File: src/design/hello_config.svh
// Register addresses, control and status bit positions, bus and counter widths
`ifndef HELLO_CONFIG_SVH
`define HELLO_CONFIG_SVH

// ----------------------------------------------------------------------
// Bus and datapath widths
// ----------------------------------------------------------------------
`define OCL_ADDR_W 32
`define OCL_DATA_W 32
`define VLED_W     16
`define CNT_W      16
`define TICK_W     8

// ----------------------------------------------------------------------
// Register map
// ----------------------------------------------------------------------
`define HELLO_WORLD_REG_ADDR 32'h0000_0500
`define VLED_REG_ADDR        32'h0000_0504
`define CNT_CTRL_REG_ADDR    32'h0000_0508
`define TICK_VALUE_REG_ADDR  32'h0000_050C
`define LOAD_VALUE_REG_ADDR  32'h0000_0510
`define WATERMARK_REG_ADDR   32'h0000_0514
`define CNT_STATUS_REG_ADDR  32'h0000_0518

// Word returned for any address outside the map
`define UNIMPLEMENTED_REG_VALUE 32'hDEAD_BEEF

// Counter control bits, load and clear are one-cycle pulses
`define CTRL_ENABLE_BIT  0
`define CTRL_ONESHOT_BIT 1
`define CTRL_LOAD_BIT    2
`define CTRL_CLEAR_BIT   3

// Counter status layout, cnt sits in the low bits
`define STATUS_TICK_CNT_LSB 16
`define STATUS_TICK_BIT     24
`define STATUS_GE_WM_BIT    25

`endif

File: src/design/ocl_bus_pkg.sv
// Bus address and data types, access FSM state encoding
`default_nettype none

package ocl_bus_pkg;

`include "hello_config.svh"

  // Byte address as seen on the AW and AR channels
  typedef logic [`OCL_ADDR_W-1:0] ocl_addr_t;

  // Single-beat data word, W and R channels
  typedef logic [`OCL_DATA_W-1:0] ocl_data_t;

  // One access in flight at a time
  typedef enum logic [2:0] {
    ACC_IDLE     = 3'd0,
    // Address taken, waiting for write data
    ACC_WR_DATA  = 3'd1,
    ACC_WR_RESP  = 3'd2,
    // One cycle to sample the read mux
    ACC_RD_FETCH = 3'd3,
    ACC_RD_RESP  = 3'd4
  } access_state_t;

endpackage

`default_nettype wire

File: src/design/hello_regs_pkg.sv
// LED vector, main counter and prescaler types
`default_nettype none

package hello_regs_pkg;

`include "hello_config.svh"

  // Virtual LED or DIP switch bank
  typedef logic [`VLED_W-1:0] vled_t;

  // Main event counter value
  typedef logic [`CNT_W-1:0] cnt_t;

  // Prescaler count and compare value
  typedef logic [`TICK_W-1:0] tick_t;

endpackage

`default_nettype wire

File: src/design/ocl_access_fsm.sv
// Single-beat AXI-Lite slave FSM, write and read handshakes, register port
`timescale 1ns/1ps
`default_nettype none

module ocl_access_fsm (
  input  logic                   clk_main_a0,
  input  logic                   rst_main_n_sync,
  // Write address
  input  logic                   awvalid,
  input  ocl_bus_pkg::ocl_addr_t awaddr,
  output logic                   awready,
  // Write data
  input  logic                   wvalid,
  input  ocl_bus_pkg::ocl_data_t wdata,
  output logic                   wready,
  // Write response
  input  logic                   bready,
  output logic                   bvalid,
  // Read address
  input  logic                   arvalid,
  input  ocl_bus_pkg::ocl_addr_t araddr,
  output logic                   arready,
  // Read data
  input  logic                   rready,
  output logic                   rvalid,
  output ocl_bus_pkg::ocl_data_t rdata,
  // Register file side
  output logic                   reg_wr_en,
  output ocl_bus_pkg::ocl_addr_t reg_wr_addr,
  output ocl_bus_pkg::ocl_data_t reg_wr_data,
  output ocl_bus_pkg::ocl_addr_t reg_rd_addr,
  input  ocl_bus_pkg::ocl_data_t reg_rd_data
);

  import ocl_bus_pkg::*;

  access_state_t state_q;
  access_state_t state_d;
  // Address of the access in flight, shared by writes and reads
  ocl_addr_t     addr_q;

  // ----------------------------------------------------------------------
  // Next state
  // ----------------------------------------------------------------------
  always_comb begin
    state_d = state_q;
    case (state_q)
      // Write wins when both address channels are valid
      ACC_IDLE: begin
        if (awvalid) begin
          state_d = ACC_WR_DATA;
        end else if (arvalid) begin
          state_d = ACC_RD_FETCH;
        end
      end
      ACC_WR_DATA: begin
        if (wvalid) begin
          state_d = ACC_WR_RESP;
        end
      end
      ACC_WR_RESP: begin
        if (bready) begin
          state_d = ACC_IDLE;
        end
      end
      ACC_RD_FETCH: begin
        state_d = ACC_RD_RESP;
      end
      ACC_RD_RESP: begin
        if (rready) begin
          state_d = ACC_IDLE;
        end
      end
      default: begin
        state_d = ACC_IDLE;
      end
    endcase
  end

  always_ff @(posedge clk_main_a0) begin
    if (!rst_main_n_sync) begin
      state_q <= ACC_IDLE;
    end else begin
      state_q <= state_d;
    end
  end

  // Address capture on the AW or AR edge
  always_ff @(posedge clk_main_a0) begin
    if (state_q == ACC_IDLE) begin
      if (awvalid) begin
        addr_q <= awaddr;
      end else if (arvalid) begin
        addr_q <= araddr;
      end
    end
  end

  // Read data held from fetch until the R handshake
  always_ff @(posedge clk_main_a0) begin
    if (!rst_main_n_sync) begin
      rdata <= '0;
    end else if (state_q == ACC_RD_FETCH) begin
      rdata <= reg_rd_data;
    end
  end

  // ----------------------------------------------------------------------
  // Handshake outputs
  // ----------------------------------------------------------------------
  assign awready = (state_q == ACC_IDLE);
  assign arready = (state_q == ACC_IDLE) && !awvalid;
  // Level follows wvalid in the data phase
  assign wready  = (state_q == ACC_WR_DATA) && wvalid;
  assign bvalid  = (state_q == ACC_WR_RESP);
  assign rvalid  = (state_q == ACC_RD_RESP);

  // Register write happens on the W edge
  assign reg_wr_en   = wready;
  assign reg_wr_addr = addr_q;
  assign reg_wr_data = wdata;
  assign reg_rd_addr = addr_q;

  // Write and read responses never overlap
  a_resp_exclusive: assert property (
    @(posedge clk_main_a0) disable iff (!rst_main_n_sync)
    !(bvalid && rvalid)
  );

  // Read data held under back-pressure
  a_rdata_stable: assert property (
    @(posedge clk_main_a0) disable iff (!rst_main_n_sync)
    (rvalid && !rready) |=> (rvalid && $stable(rdata))
  );

endmodule

`default_nettype wire

File: src/design/hello_reg_file.sv
// Hello world and counter settings registers, load and clear pulses, read mux
`timescale 1ns/1ps
`default_nettype none

`include "hello_config.svh"

module hello_reg_file (
  input  logic                     clk_main_a0,
  input  logic                     rst_main_n_sync,
  // Write and read ports from the access FSM
  input  logic                     reg_wr_en,
  input  ocl_bus_pkg::ocl_addr_t   reg_wr_addr,
  input  ocl_bus_pkg::ocl_data_t   reg_wr_data,
  input  ocl_bus_pkg::ocl_addr_t   reg_rd_addr,
  output ocl_bus_pkg::ocl_data_t   reg_rd_data,
  // Counter controls
  output logic                     cnt_enable,
  output logic                     cnt_oneshot,
  output logic                     cnt_load,
  output logic                     cnt_clear,
  output hello_regs_pkg::tick_t    tick_value,
  output hello_regs_pkg::cnt_t     load_value,
  output hello_regs_pkg::cnt_t     watermark,
  // Counter status
  input  hello_regs_pkg::cnt_t     cnt,
  input  hello_regs_pkg::tick_t    tick_cnt,
  input  logic                     tick,
  input  logic                     cnt_ge_watermark,
  // LED path
  output hello_regs_pkg::vled_t    hello_low,
  input  hello_regs_pkg::vled_t    vled_q
);

  import ocl_bus_pkg::*;
  import hello_regs_pkg::*;

  ocl_data_t hello_q;
  ocl_data_t hello_swapped;
  ocl_data_t status_word;

  // Write decode
  logic wr_hello;
  logic wr_ctrl;
  logic wr_tick;
  logic wr_load;
  logic wr_wm;

  assign wr_hello = reg_wr_en && (reg_wr_addr == `HELLO_WORLD_REG_ADDR);
  assign wr_ctrl  = reg_wr_en && (reg_wr_addr == `CNT_CTRL_REG_ADDR);
  assign wr_tick  = reg_wr_en && (reg_wr_addr == `TICK_VALUE_REG_ADDR);
  assign wr_load  = reg_wr_en && (reg_wr_addr == `LOAD_VALUE_REG_ADDR);
  assign wr_wm    = reg_wr_en && (reg_wr_addr == `WATERMARK_REG_ADDR);

  // ----------------------------------------------------------------------
  // Hello world register
  // ----------------------------------------------------------------------
  always_ff @(posedge clk_main_a0) begin
    if (!rst_main_n_sync) begin
      hello_q <= '0;
    end else if (wr_hello) begin
      hello_q <= reg_wr_data;
    end
  end

  // Reads come back byte reversed
  assign hello_swapped = {hello_q[7:0], hello_q[15:8], hello_q[23:16], hello_q[31:24]};
  assign hello_low     = hello_q[`VLED_W-1:0];

  // ----------------------------------------------------------------------
  // Counter settings
  // ----------------------------------------------------------------------
  always_ff @(posedge clk_main_a0) begin
    if (!rst_main_n_sync) begin
      cnt_enable  <= 1'b0;
      cnt_oneshot <= 1'b0;
      tick_value  <= '0;
      load_value  <= '0;
      watermark   <= '0;
    end else begin
      if (wr_ctrl) begin
        cnt_enable  <= reg_wr_data[`CTRL_ENABLE_BIT];
        cnt_oneshot <= reg_wr_data[`CTRL_ONESHOT_BIT];
      end
      if (wr_tick) begin
        tick_value <= reg_wr_data[`TICK_W-1:0];
      end
      if (wr_load) begin
        load_value <= reg_wr_data[`CNT_W-1:0];
      end
      if (wr_wm) begin
        watermark <= reg_wr_data[`CNT_W-1:0];
      end
    end
  end

  // Load and clear self-clear after one cycle
  always_ff @(posedge clk_main_a0) begin
    if (!rst_main_n_sync) begin
      cnt_load  <= 1'b0;
      cnt_clear <= 1'b0;
    end else begin
      cnt_load  <= wr_ctrl && reg_wr_data[`CTRL_LOAD_BIT];
      cnt_clear <= wr_ctrl && reg_wr_data[`CTRL_CLEAR_BIT];
    end
  end

  // ----------------------------------------------------------------------
  // Read mux
  // ----------------------------------------------------------------------
  // Status packing, upper bits zero
  always_comb begin
    status_word                                       = '0;
    status_word[`CNT_W-1:0]                           = cnt;
    status_word[`STATUS_TICK_CNT_LSB +: `TICK_W]      = tick_cnt;
    status_word[`STATUS_TICK_BIT]                     = tick;
    status_word[`STATUS_GE_WM_BIT]                    = cnt_ge_watermark;
  end

  always_comb begin
    reg_rd_data = '0;
    case (reg_rd_addr)
      `HELLO_WORLD_REG_ADDR: reg_rd_data = hello_swapped;
      `VLED_REG_ADDR:        reg_rd_data[`VLED_W-1:0] = vled_q;
      // Pulse bits read as zero
      `CNT_CTRL_REG_ADDR: begin
        reg_rd_data[`CTRL_ENABLE_BIT]  = cnt_enable;
        reg_rd_data[`CTRL_ONESHOT_BIT] = cnt_oneshot;
      end
      `TICK_VALUE_REG_ADDR:  reg_rd_data[`TICK_W-1:0] = tick_value;
      `LOAD_VALUE_REG_ADDR:  reg_rd_data[`CNT_W-1:0]  = load_value;
      `WATERMARK_REG_ADDR:   reg_rd_data[`CNT_W-1:0]  = watermark;
      `CNT_STATUS_REG_ADDR:  reg_rd_data = status_word;
      default:               reg_rd_data = `UNIMPLEMENTED_REG_VALUE;
    endcase
  end

endmodule

`default_nettype wire

File: src/design/event_counter.sv
// Tick prescaler, 16-bit event counter with load, clear, one-shot, watermark
`timescale 1ns/1ps
`default_nettype none

module event_counter (
  input  logic                  clk_main_a0,
  input  logic                  rst_main_n_sync,
  input  logic                  cnt_enable,
  input  logic                  cnt_oneshot,
  input  logic                  cnt_load,
  input  logic                  cnt_clear,
  input  hello_regs_pkg::tick_t tick_value,
  input  hello_regs_pkg::cnt_t  load_value,
  input  hello_regs_pkg::cnt_t  watermark,
  output hello_regs_pkg::cnt_t  cnt,
  output hello_regs_pkg::tick_t tick_cnt,
  output logic                  tick,
  output logic                  cnt_ge_watermark
);

  import hello_regs_pkg::*;

  // Prescaler has reached its compare value
  assign tick = (tick_cnt >= tick_value);

  // Clear beats load, load beats counting
  always_ff @(posedge clk_main_a0) begin
    if (!rst_main_n_sync) begin
      cnt      <= '0;
      tick_cnt <= '0;
    end else if (cnt_clear) begin
      cnt      <= '0;
      tick_cnt <= '0;
    end else if (cnt_load) begin
      cnt <= load_value;
    end else if (cnt_enable) begin
      if (tick) begin
        tick_cnt <= '0;
        // Saturate at all ones in one-shot mode
        if (!(cnt_oneshot && (cnt == '1))) begin
          cnt <= cnt + 1'b1;
        end
      end else begin
        tick_cnt <= tick_cnt + 1'b1;
      end
    end
  end

  assign cnt_ge_watermark = (cnt >= watermark);

  // One-shot never rolls over
  a_oneshot_no_wrap: assert property (
    @(posedge clk_main_a0) disable iff (!rst_main_n_sync)
    (cnt_oneshot && (cnt == '1) && !cnt_clear && !cnt_load) |=> (cnt != '0)
  );

endmodule

`default_nettype wire

File: src/design/vled_mask.sv
// Virtual LED shadow, DIP switch synchronizer, masked LED output
`timescale 1ns/1ps
`default_nettype none

module vled_mask (
  input  logic                  clk_main_a0,
  input  logic                  rst_main_n_sync,
  input  hello_regs_pkg::vled_t hello_low,
  input  hello_regs_pkg::vled_t status_vdip,
  output hello_regs_pkg::vled_t vled_q,
  output hello_regs_pkg::vled_t status_vled
);

  import hello_regs_pkg::*;

  // Two-flop synchronizer for the DIP switches
  vled_t vdip_q;
  vled_t vdip_q2;

  always_ff @(posedge clk_main_a0) begin
    if (!rst_main_n_sync) begin
      vled_q      <= '0;
      vdip_q      <= '0;
      vdip_q2     <= '0;
      status_vled <= '0;
    end else begin
      // LEDs shadow the low half of hello world
      vled_q      <= hello_low;
      vdip_q      <= status_vdip;
      vdip_q2     <= vdip_q;
      // Switch off means LED dark
      status_vled <= vled_q & vdip_q2;
    end
  end

endmodule

`default_nettype wire

File: src/design/cl_hello_top.sv
// Top level with access FSM, register file, event counter and LED path
`timescale 1ns/1ps
`default_nettype none

module cl_hello_top (
  input  logic                     clk_main_a0,
  input  logic                     rst_main_n_sync,
  input  logic                     awvalid,
  input  ocl_bus_pkg::ocl_addr_t   awaddr,
  output logic                     awready,
  input  logic                     wvalid,
  input  ocl_bus_pkg::ocl_data_t   wdata,
  output logic                     wready,
  input  logic                     bready,
  output logic                     bvalid,
  input  logic                     arvalid,
  input  ocl_bus_pkg::ocl_addr_t   araddr,
  output logic                     arready,
  input  logic                     rready,
  output logic                     rvalid,
  output ocl_bus_pkg::ocl_data_t   rdata,
  input  hello_regs_pkg::vled_t    status_vdip,
  output hello_regs_pkg::vled_t    status_vled
);

  import ocl_bus_pkg::*;
  import hello_regs_pkg::*;

  // ----------------------------------------------------------------------
  // Internal nets
  // ----------------------------------------------------------------------
  logic      reg_wr_en;
  ocl_addr_t reg_wr_addr;
  ocl_data_t reg_wr_data;
  ocl_addr_t reg_rd_addr;
  ocl_data_t reg_rd_data;
  // Counter controls and status
  logic      cnt_enable;
  logic      cnt_oneshot;
  logic      cnt_load;
  logic      cnt_clear;
  tick_t     tick_value;
  cnt_t      load_value;
  cnt_t      watermark;
  cnt_t      cnt;
  tick_t     tick_cnt;
  logic      tick;
  logic      cnt_ge_watermark;
  // LED path
  vled_t     hello_low;
  vled_t     vled_q;

  ocl_access_fsm u_access_fsm (
    .clk_main_a0     (clk_main_a0),
    .rst_main_n_sync (rst_main_n_sync),
    .awvalid         (awvalid),
    .awaddr          (awaddr),
    .awready         (awready),
    .wvalid          (wvalid),
    .wdata           (wdata),
    .wready          (wready),
    .bready          (bready),
    .bvalid          (bvalid),
    .arvalid         (arvalid),
    .araddr          (araddr),
    .arready         (arready),
    .rready          (rready),
    .rvalid          (rvalid),
    .rdata           (rdata),
    .reg_wr_en       (reg_wr_en),
    .reg_wr_addr     (reg_wr_addr),
    .reg_wr_data     (reg_wr_data),
    .reg_rd_addr     (reg_rd_addr),
    .reg_rd_data     (reg_rd_data)
  );

  hello_reg_file u_reg_file (
    .clk_main_a0      (clk_main_a0),
    .rst_main_n_sync  (rst_main_n_sync),
    .reg_wr_en        (reg_wr_en),
    .reg_wr_addr      (reg_wr_addr),
    .reg_wr_data      (reg_wr_data),
    .reg_rd_addr      (reg_rd_addr),
    .reg_rd_data      (reg_rd_data),
    .cnt_enable       (cnt_enable),
    .cnt_oneshot      (cnt_oneshot),
    .cnt_load         (cnt_load),
    .cnt_clear        (cnt_clear),
    .tick_value       (tick_value),
    .load_value       (load_value),
    .watermark        (watermark),
    .cnt              (cnt),
    .tick_cnt         (tick_cnt),
    .tick             (tick),
    .cnt_ge_watermark (cnt_ge_watermark),
    .hello_low        (hello_low),
    .vled_q           (vled_q)
  );

  // Counter steered by the control registers
  event_counter u_event_counter (
    .clk_main_a0      (clk_main_a0),
    .rst_main_n_sync  (rst_main_n_sync),
    .cnt_enable       (cnt_enable),
    .cnt_oneshot      (cnt_oneshot),
    .cnt_load         (cnt_load),
    .cnt_clear        (cnt_clear),
    .tick_value       (tick_value),
    .load_value       (load_value),
    .watermark        (watermark),
    .cnt              (cnt),
    .tick_cnt         (tick_cnt),
    .tick             (tick),
    .cnt_ge_watermark (cnt_ge_watermark)
  );

  vled_mask u_vled_mask (
    .clk_main_a0     (clk_main_a0),
    .rst_main_n_sync (rst_main_n_sync),
    .hello_low       (hello_low),
    .status_vdip     (status_vdip),
    .vled_q          (vled_q),
    .status_vled     (status_vled)
  );

endmodule

`default_nettype wire

File: config.mk
export PLATFORM = sky130hd
export DESIGN_NAME = cl_hello_top
export DESIGN_NICKNAME = d
export VERILOG_FILES = /design/src/design/ocl_bus_pkg.sv /design/src/design/hello_regs_pkg.sv /design/src/design/ocl_access_fsm.sv /design/src/design/hello_reg_file.sv /design/src/design/event_counter.sv /design/src/design/vled_mask.sv /design/src/design/cl_hello_top.sv
export VERILOG_INCLUDE_DIRS = /design/src /design/src/design
export SDC_FILE = /design/constraint.sdc
export NUM_CORES = 1
export LEC_CHECK = 0
export BUFFER_PORTS_ARGS = -buffer_cell sky130_fd_sc_hd__buf_4
export CAP_MARGIN = 30
export CORE_ASPECT_RATIO = 1.5
export CORE_MARGIN = 4
export CORE_UTILIZATION = 60
export CTS_CLUSTER_DIAMETER = 50
export DETAILED_ROUTE_END_ITERATION = 16
export PLACE_DENSITY = 0.83
export SLEW_MARGIN = 30
export SYNTH_ARGS = -nofsm -noshare
export SYNTH_HDL_FRONTEND = slang
export SYNTH_SLANG_ARGS = --single-unit
File: constraint.sdc
create_clock -name clk_main_a0 -period 4.9 [get_ports clk_main_a0]
set_clock_uncertainty 0.1 [all_clocks]
set_input_delay 0.245 -clock clk_main_a0 [delete_from_list [all_inputs] [get_ports clk_main_a0]]
set_output_delay 0.245 -clock clk_main_a0 [all_outputs]
set_load 0.1 [all_outputs]
# Yosys cells after proc, flatten, opt, wreduce, memory -nomap -nowiden
# Cells that the tools add are included.
# op_classes
eq_ne	17
reduce_logical	22
muxes	17
n_addsub	2
bitwise_logic	3
magnitude_cmp	2
# op_table
cell	count
$eq 32x11->1 const B	7
$mux 16	4
$mux 32	2
$pmux 16 s3	1
$pmux 8 s6	1
$pmux 6 s7	1
$add 16x1->16 const B	1
$and 16x16->16	1
$eq 16x16->1 const B	1
$ge 16x16->1	1
$mux 3	5
$pmux 3 s5	1
$pmux 2 s7	1
$logic_and 1x1->1	10
$add 8x1->8 const B	1
$ge 8x8->1	1
$mux 8	1
$ne 2x2->1 const B	4
$eq 3x2->1 const B	2
$reduce_bool 2->1	3
$reduce_or 5->1	1
$reduce_and 2->1	2
$reduce_and 4->1	1
$reduce_or 2->1	2
other kinds (7)	8
# totals
output_inout_bits	53
ff_bits	231

# Logic depth before layout (Yosys ltp)
# logic_depth
depth_word	6
ltp_mapped	9
ltp_nobuf	8

# Cells and area by module
# Synthesis repeated with hierarchy kept, for this count alone.
# unflattened
cells_unflattened	1161
area_unflattened_um2	11064.4
# by_module_without_submodules
module	cells_per_inst	instances	area_each_um2
hello_reg_file	502	1	4181.5
ocl_access_fsm	294	1	3216.8
event_counter	231	1	1936.9
vled_mask	134	1	1729.2

# Worst setup path before layout
# Ideal clock, no wire load.
# synth_timing
path_kind	register -> register
from	register u_access_fsm.state_q[2]
to	register u_access_fsm.addr_q[0] (netlist: u_access_fsm.reg_rd_addr[0]), enable pin
path_stages_with_launch	4
required_ps	4409
path_slack_ps	830
synth_period_minus_slack_ps	4070
arrival_ps	3579
path_cell_list	dfxtp_1 > clkbuf_1 > nor3_1 > o21a_1
# synth_via
elab_chain_len	2
# synth_rtl
element	line_no	source
start, declared	ocl_access_fsm.sv:37	access_state_t state_q;
start signal, assigned	ocl_access_fsm.sv:84	state_q <= state_d;
$logic_not 3->1	-	
named net awready	cl_hello_top.sv:10	output logic awready,
$reduce_and 2->1 (no line)	-	
end signal, assigned	ocl_access_fsm.sv:92	addr_q <= awaddr;
end signal, assigned	ocl_access_fsm.sv:94	addr_q <= araddr;
end, declared	ocl_access_fsm.sv:40	ocl_addr_t addr_q;
# The timed path passes the listed nets, and every way through them passes these cells.
# A chain may end at the register's enable or synchronous reset.

# Worst setup path in the final report
# layout_timing
from	register u_access_fsm.addr_q[0] (netlist: u_access_fsm.reg_rd_addr[0])
to	register u_reg_file.watermark[13]
# layout_via
elab_chain_len	2
# layout_rtl
element	line_no	source
$eq 32x11->1 (no line)	-	
$logic_and 1x1->1	hello_reg_file.sv:52	assign wr_wm = reg_wr_en && (reg_wr_addr == `WATERMARK_REG_ADDR);
end signal, assigned	hello_reg_file.sv:91	watermark <= reg_wr_data[`CNT_W-1:0];
end, declared	hello_reg_file.sv:23	output hello_regs_pkg::cnt_t watermark,
# No other way between the ends.

==> key figures <==
Drt
  • Residual DRC: 0
  • Routed Antenna Nets: 0
  • Wire length after detailed routing: between 30,000 and 40,000 µm
  • Wirelength per Cell: 23.27 µm
  • Initial DRC count: around 990
  • DR vias: about 9,300
  • Vias per cell: around 6.2
  • Pre-Repair DR Iteration Count: 7

Min path
  • Hold Crit Class: input pin to flop
  • WHS Path Cells: 3

Timing
  • Final setup fails: 0
  • Final hold vios: 0
  • RSZ-0062 raised after global routing: no
  • Post-route clock period utilization: between 60% and 70%
  • Fmax: between 300 and 400 MHz
  • Pins over their slew limit: 0
  • Final min period: roughly 3.2 ns
  • Setup TNS: 0 ns
  • Worst-margin pin slew: 0.8788 ns
  • Slew HR: ~41%

Synthesis
  • Area of the mapped netlist: roughly 10000 µm²
  • Yosys top cell area share: approximately 40%
  • Post-synth ARST share: 0%
  • Post-synth EDFFs: 32
  • Area leader, netlist: dfxtp_1
  • Distinct cells, synth: 65
  • Synth Instances: approximately 1,000
  • Commonest cells post-synth: dfxtp_1 (199), nand2_1 (112), o21ai_0 (85)
  • Register bit total from synthesis: 231
  • Primary FF master, synth: dfxtp_1
  • Syn Nets: 1,166
  • Sequential area share after synthesis: between 40% and 50%
  • Count leader, synth: dfxtp_1
  • Syn_area_per_cell: approximately 9.7 µm²
  • Ranking of synthesized cells by area: dfxtp_1 (40%), edfxtp_1 (9.7%), o21ai_0 (4.3%)
  • Synth Warn #: 0

Clocking
  • CTS HTree Levels: 1
  • CTS root buffer: clkbuf_16
  • Post_cts resized: 0
  • CTS tree: yes
  • Worst-Skew Late Latency: approximately 0.52 ns
  • Clock-pin slew on the worst setup and hold paths: approximately 0.07 ns
  • Clock Tree Buf Depth: 3
  • Clock Sinks: between 200 and 250
  • CTS buffer count: 22

Pwr
  • Peak VDD IR: approximately 0.38 mV
  • Total power: between 4 and 5 mW
  • Switch share: 25.18%
  • Internal: about 3.3 mW
  • LEAKAGE: approximately 5.4 nW
  • Power share of the sequential group: 46.4%
  • Comb pwr share: between 10% and 20%
  • P per Cell Area: around 330 nW/µm²
  • Psw: 1.109 mW
  • Clock power frac: a little over two fifths

Floorplanning
  • FP Rows: 57
  • Die Ht: 165.6 µm
  • DIE AREA: between 15,000 and 20,000 µm²
  • Die boundary width: between 100 and 150 µm
  • Initial Utilization: 61.10%
  • Core Box Area: roughly 16,000 µm²
  • # IOs: approximately 170

Cells and area
  • Multi-input logic area: between 4000 and 5000 µm²
  • FF+latch area: approximately 5000 µm²
  • Nets: approximately 1,400
  • Fill cells: about 880
  • Share of post-route cells with drive strength above 1: around 22%
  • Area growth syn-to-layout: 33.06%
  • # diodes: 0

GRT
  • First-pass GRT wire length: around 53,000 µm
  • Largest net degree at the start of global routing: about 140
  • GRT Overall Usage: a little over a third
  • Initial antenna violation count: 0
  • GR Overflow Total: 0
  • Vias in the first global route: ~9,300

Job
  • Max cap viols: 0

Critical path
  • CP Data Required Time: 5.19 ns
  • Setup CP Type: flop to flop
  • R2r setup slk: around 1.7 ns
  • Nature of the critical path endpoint: flop
  • Worst Setup Start Kind: flop
  • Stages on worst setup path: 7
  • FF-to-FF path depth: 7
  • CP bufs+invs: 1
  • Slowest CP cell: nand4_1
  • Top delay family on crit path: simple AND/OR/NAND/NOR gates
  • Critical Path AT: between 3 and 4 ns
  • CP cell instances: nor4b_2 > nand4b_4 > nor3_4 > nand4_1 > buf_4 > nand3_1 > o21ai_0
  • Critical Path Fanout Max: 17
  • Worst stage delay on the critical path: 0.61 ns

Placed design
  • HPWL Detailed: just under 20,000 µm
  • Port Buffers: 171
  • Routability cong.: 0.9061

Outcome
  • Status: completed
==> repair_timing <==
| action | 4_1_cts | 5_1_grt |
|---|---|---|
| setup buffers | 0 | 0 |
| hold buffers | 115 | 0 |
| endpoints found under the hold margin | 123 | 0 |
| endpoints found under the setup margin | 0 | 0 |
==> cells by family after synthesis <==
kind of cell | share of synthesized area (%)
mux | 7.607
buf+inv | 3.930
flops | 49.77
compound gates | 13.79
xor+xnor | 0.8817
fa+ha+maj | 3.275
simple gates | 20.74
==> tightest hold or removal path, cell delays in order <==
cell and delay [ns]:
buf_4 0.13, nor3_1 0.16, nor4_1 0.08
==> routing by layer <==
layer  track usage, %  up-vias  part of all wire (%)
li1                 -     4126                     -
met1            39.11     4355                    33
met2            64.19      636                    50
met3            8.093      180                   9.1
met4            24.44        0                   7.9
met5                0        -                     0
==> placed cells by master, fill, tap and decap left out, drive strengths merged, types with 36 or more instances in the layout <==
cell type,n
a21boi,37
and2,55
buf,181
dfxtp,199
dlygate4sd3,115
mux2,36
nand2,112
nand3,56
nor2,38
o21ai,87
==> state kept, by name (all words and copies together), names as in the netlist <==
register,count
u_reg_file.cnt_clear,1
u_event_counter.tick_cnt,8
u_reg_file.cnt_enable,1
u_vled_mask.vdip_q,16
u_reg_file.cnt_load,1
u_vled_mask.status_vled,16
u_access_fsm.rdata,32
u_vled_mask.vdip_q2,16
u_access_fsm.reg_rd_addr,32
u_reg_file.load_value,16
u_vled_mask.vled_q,16
u_reg_file.cnt_oneshot,1
u_reg_file.hello_q,32
u_event_counter.cnt,16
u_reg_file.watermark,16
u_access_fsm.state_q,3
u_reg_file.tick_value,8
==> final cells by class <==
| class | instances | share of cell area (%) |
|---|---|---|
| Clock buffer | 33 | 5.253 |
| Tap cell | 206 | 1.950 |
| Clock inverter | 6 | 0.6626 |
| Timing Repair Buffer | 296 | 19.02 |
| Sequential cell | 231 | 37.41 |
| Multi-Input combinational cell | 695 | 34.92 |
| Inverter | 28 | 0.7951 |
==> power by group through the flow <==
| stage | Sequential (mW) | Combinational, mW | Clock, mW |
|---|---|---|---|
| 2_1_floorplan | 2.13 | 0.190 | 0 |
| 3_3_place_gp | 2.07 | 0.386 | 0 |
| 3_5_place_dp | 2.07 | 0.392 | 0 |
| 4_1_cts | 2.03 | 0.474 | 1.83 |
| 5_1_grt | 2.04 | 0.525 | 1.92 |
| 6_report | 2.04 | 0.506 | 1.86 |
==> final timing paths <==
kind	startpoint	endpoint
max	u_access_fsm.reg_rd_addr[0]	u_reg_file.watermark[13]
min	arvalid	u_access_fsm.state_q[0]
max reg2reg	u_access_fsm.reg_rd_addr[0]	u_reg_file.watermark[13]
min reg2reg	u_vled_mask.vdip_q[6]	u_vled_mask.vdip_q2[6]
==> stage by stage <==
| step | cell area [µm²] | util [%] | hold WS, ns | instances | worst slack, ns |
|---|---|---|---|---|---|
| 4_1_cts | 13210 | 81.25 | 0.006800 | 1495 | 2.048 |
| 3_3_place_gp | 11270 | 69.28 | 0.3140 | 1341 | 1.833 |
| 5_1_grt | 13220 | 81.29 | 0.08653 | 1495 | 1.616 |
| 2_1_floorplan | 9935 | - | 0.2723 | 1021 | 0.8300 |
| 3_5_place_dp | 11280 | 69.36 | 0.3184 | 1341 | 2.051 |
| 6_report | 13220 | 81.29 | 0.03807 | 1495 | 1.686 |
Power figures use the tool's default switching activity.
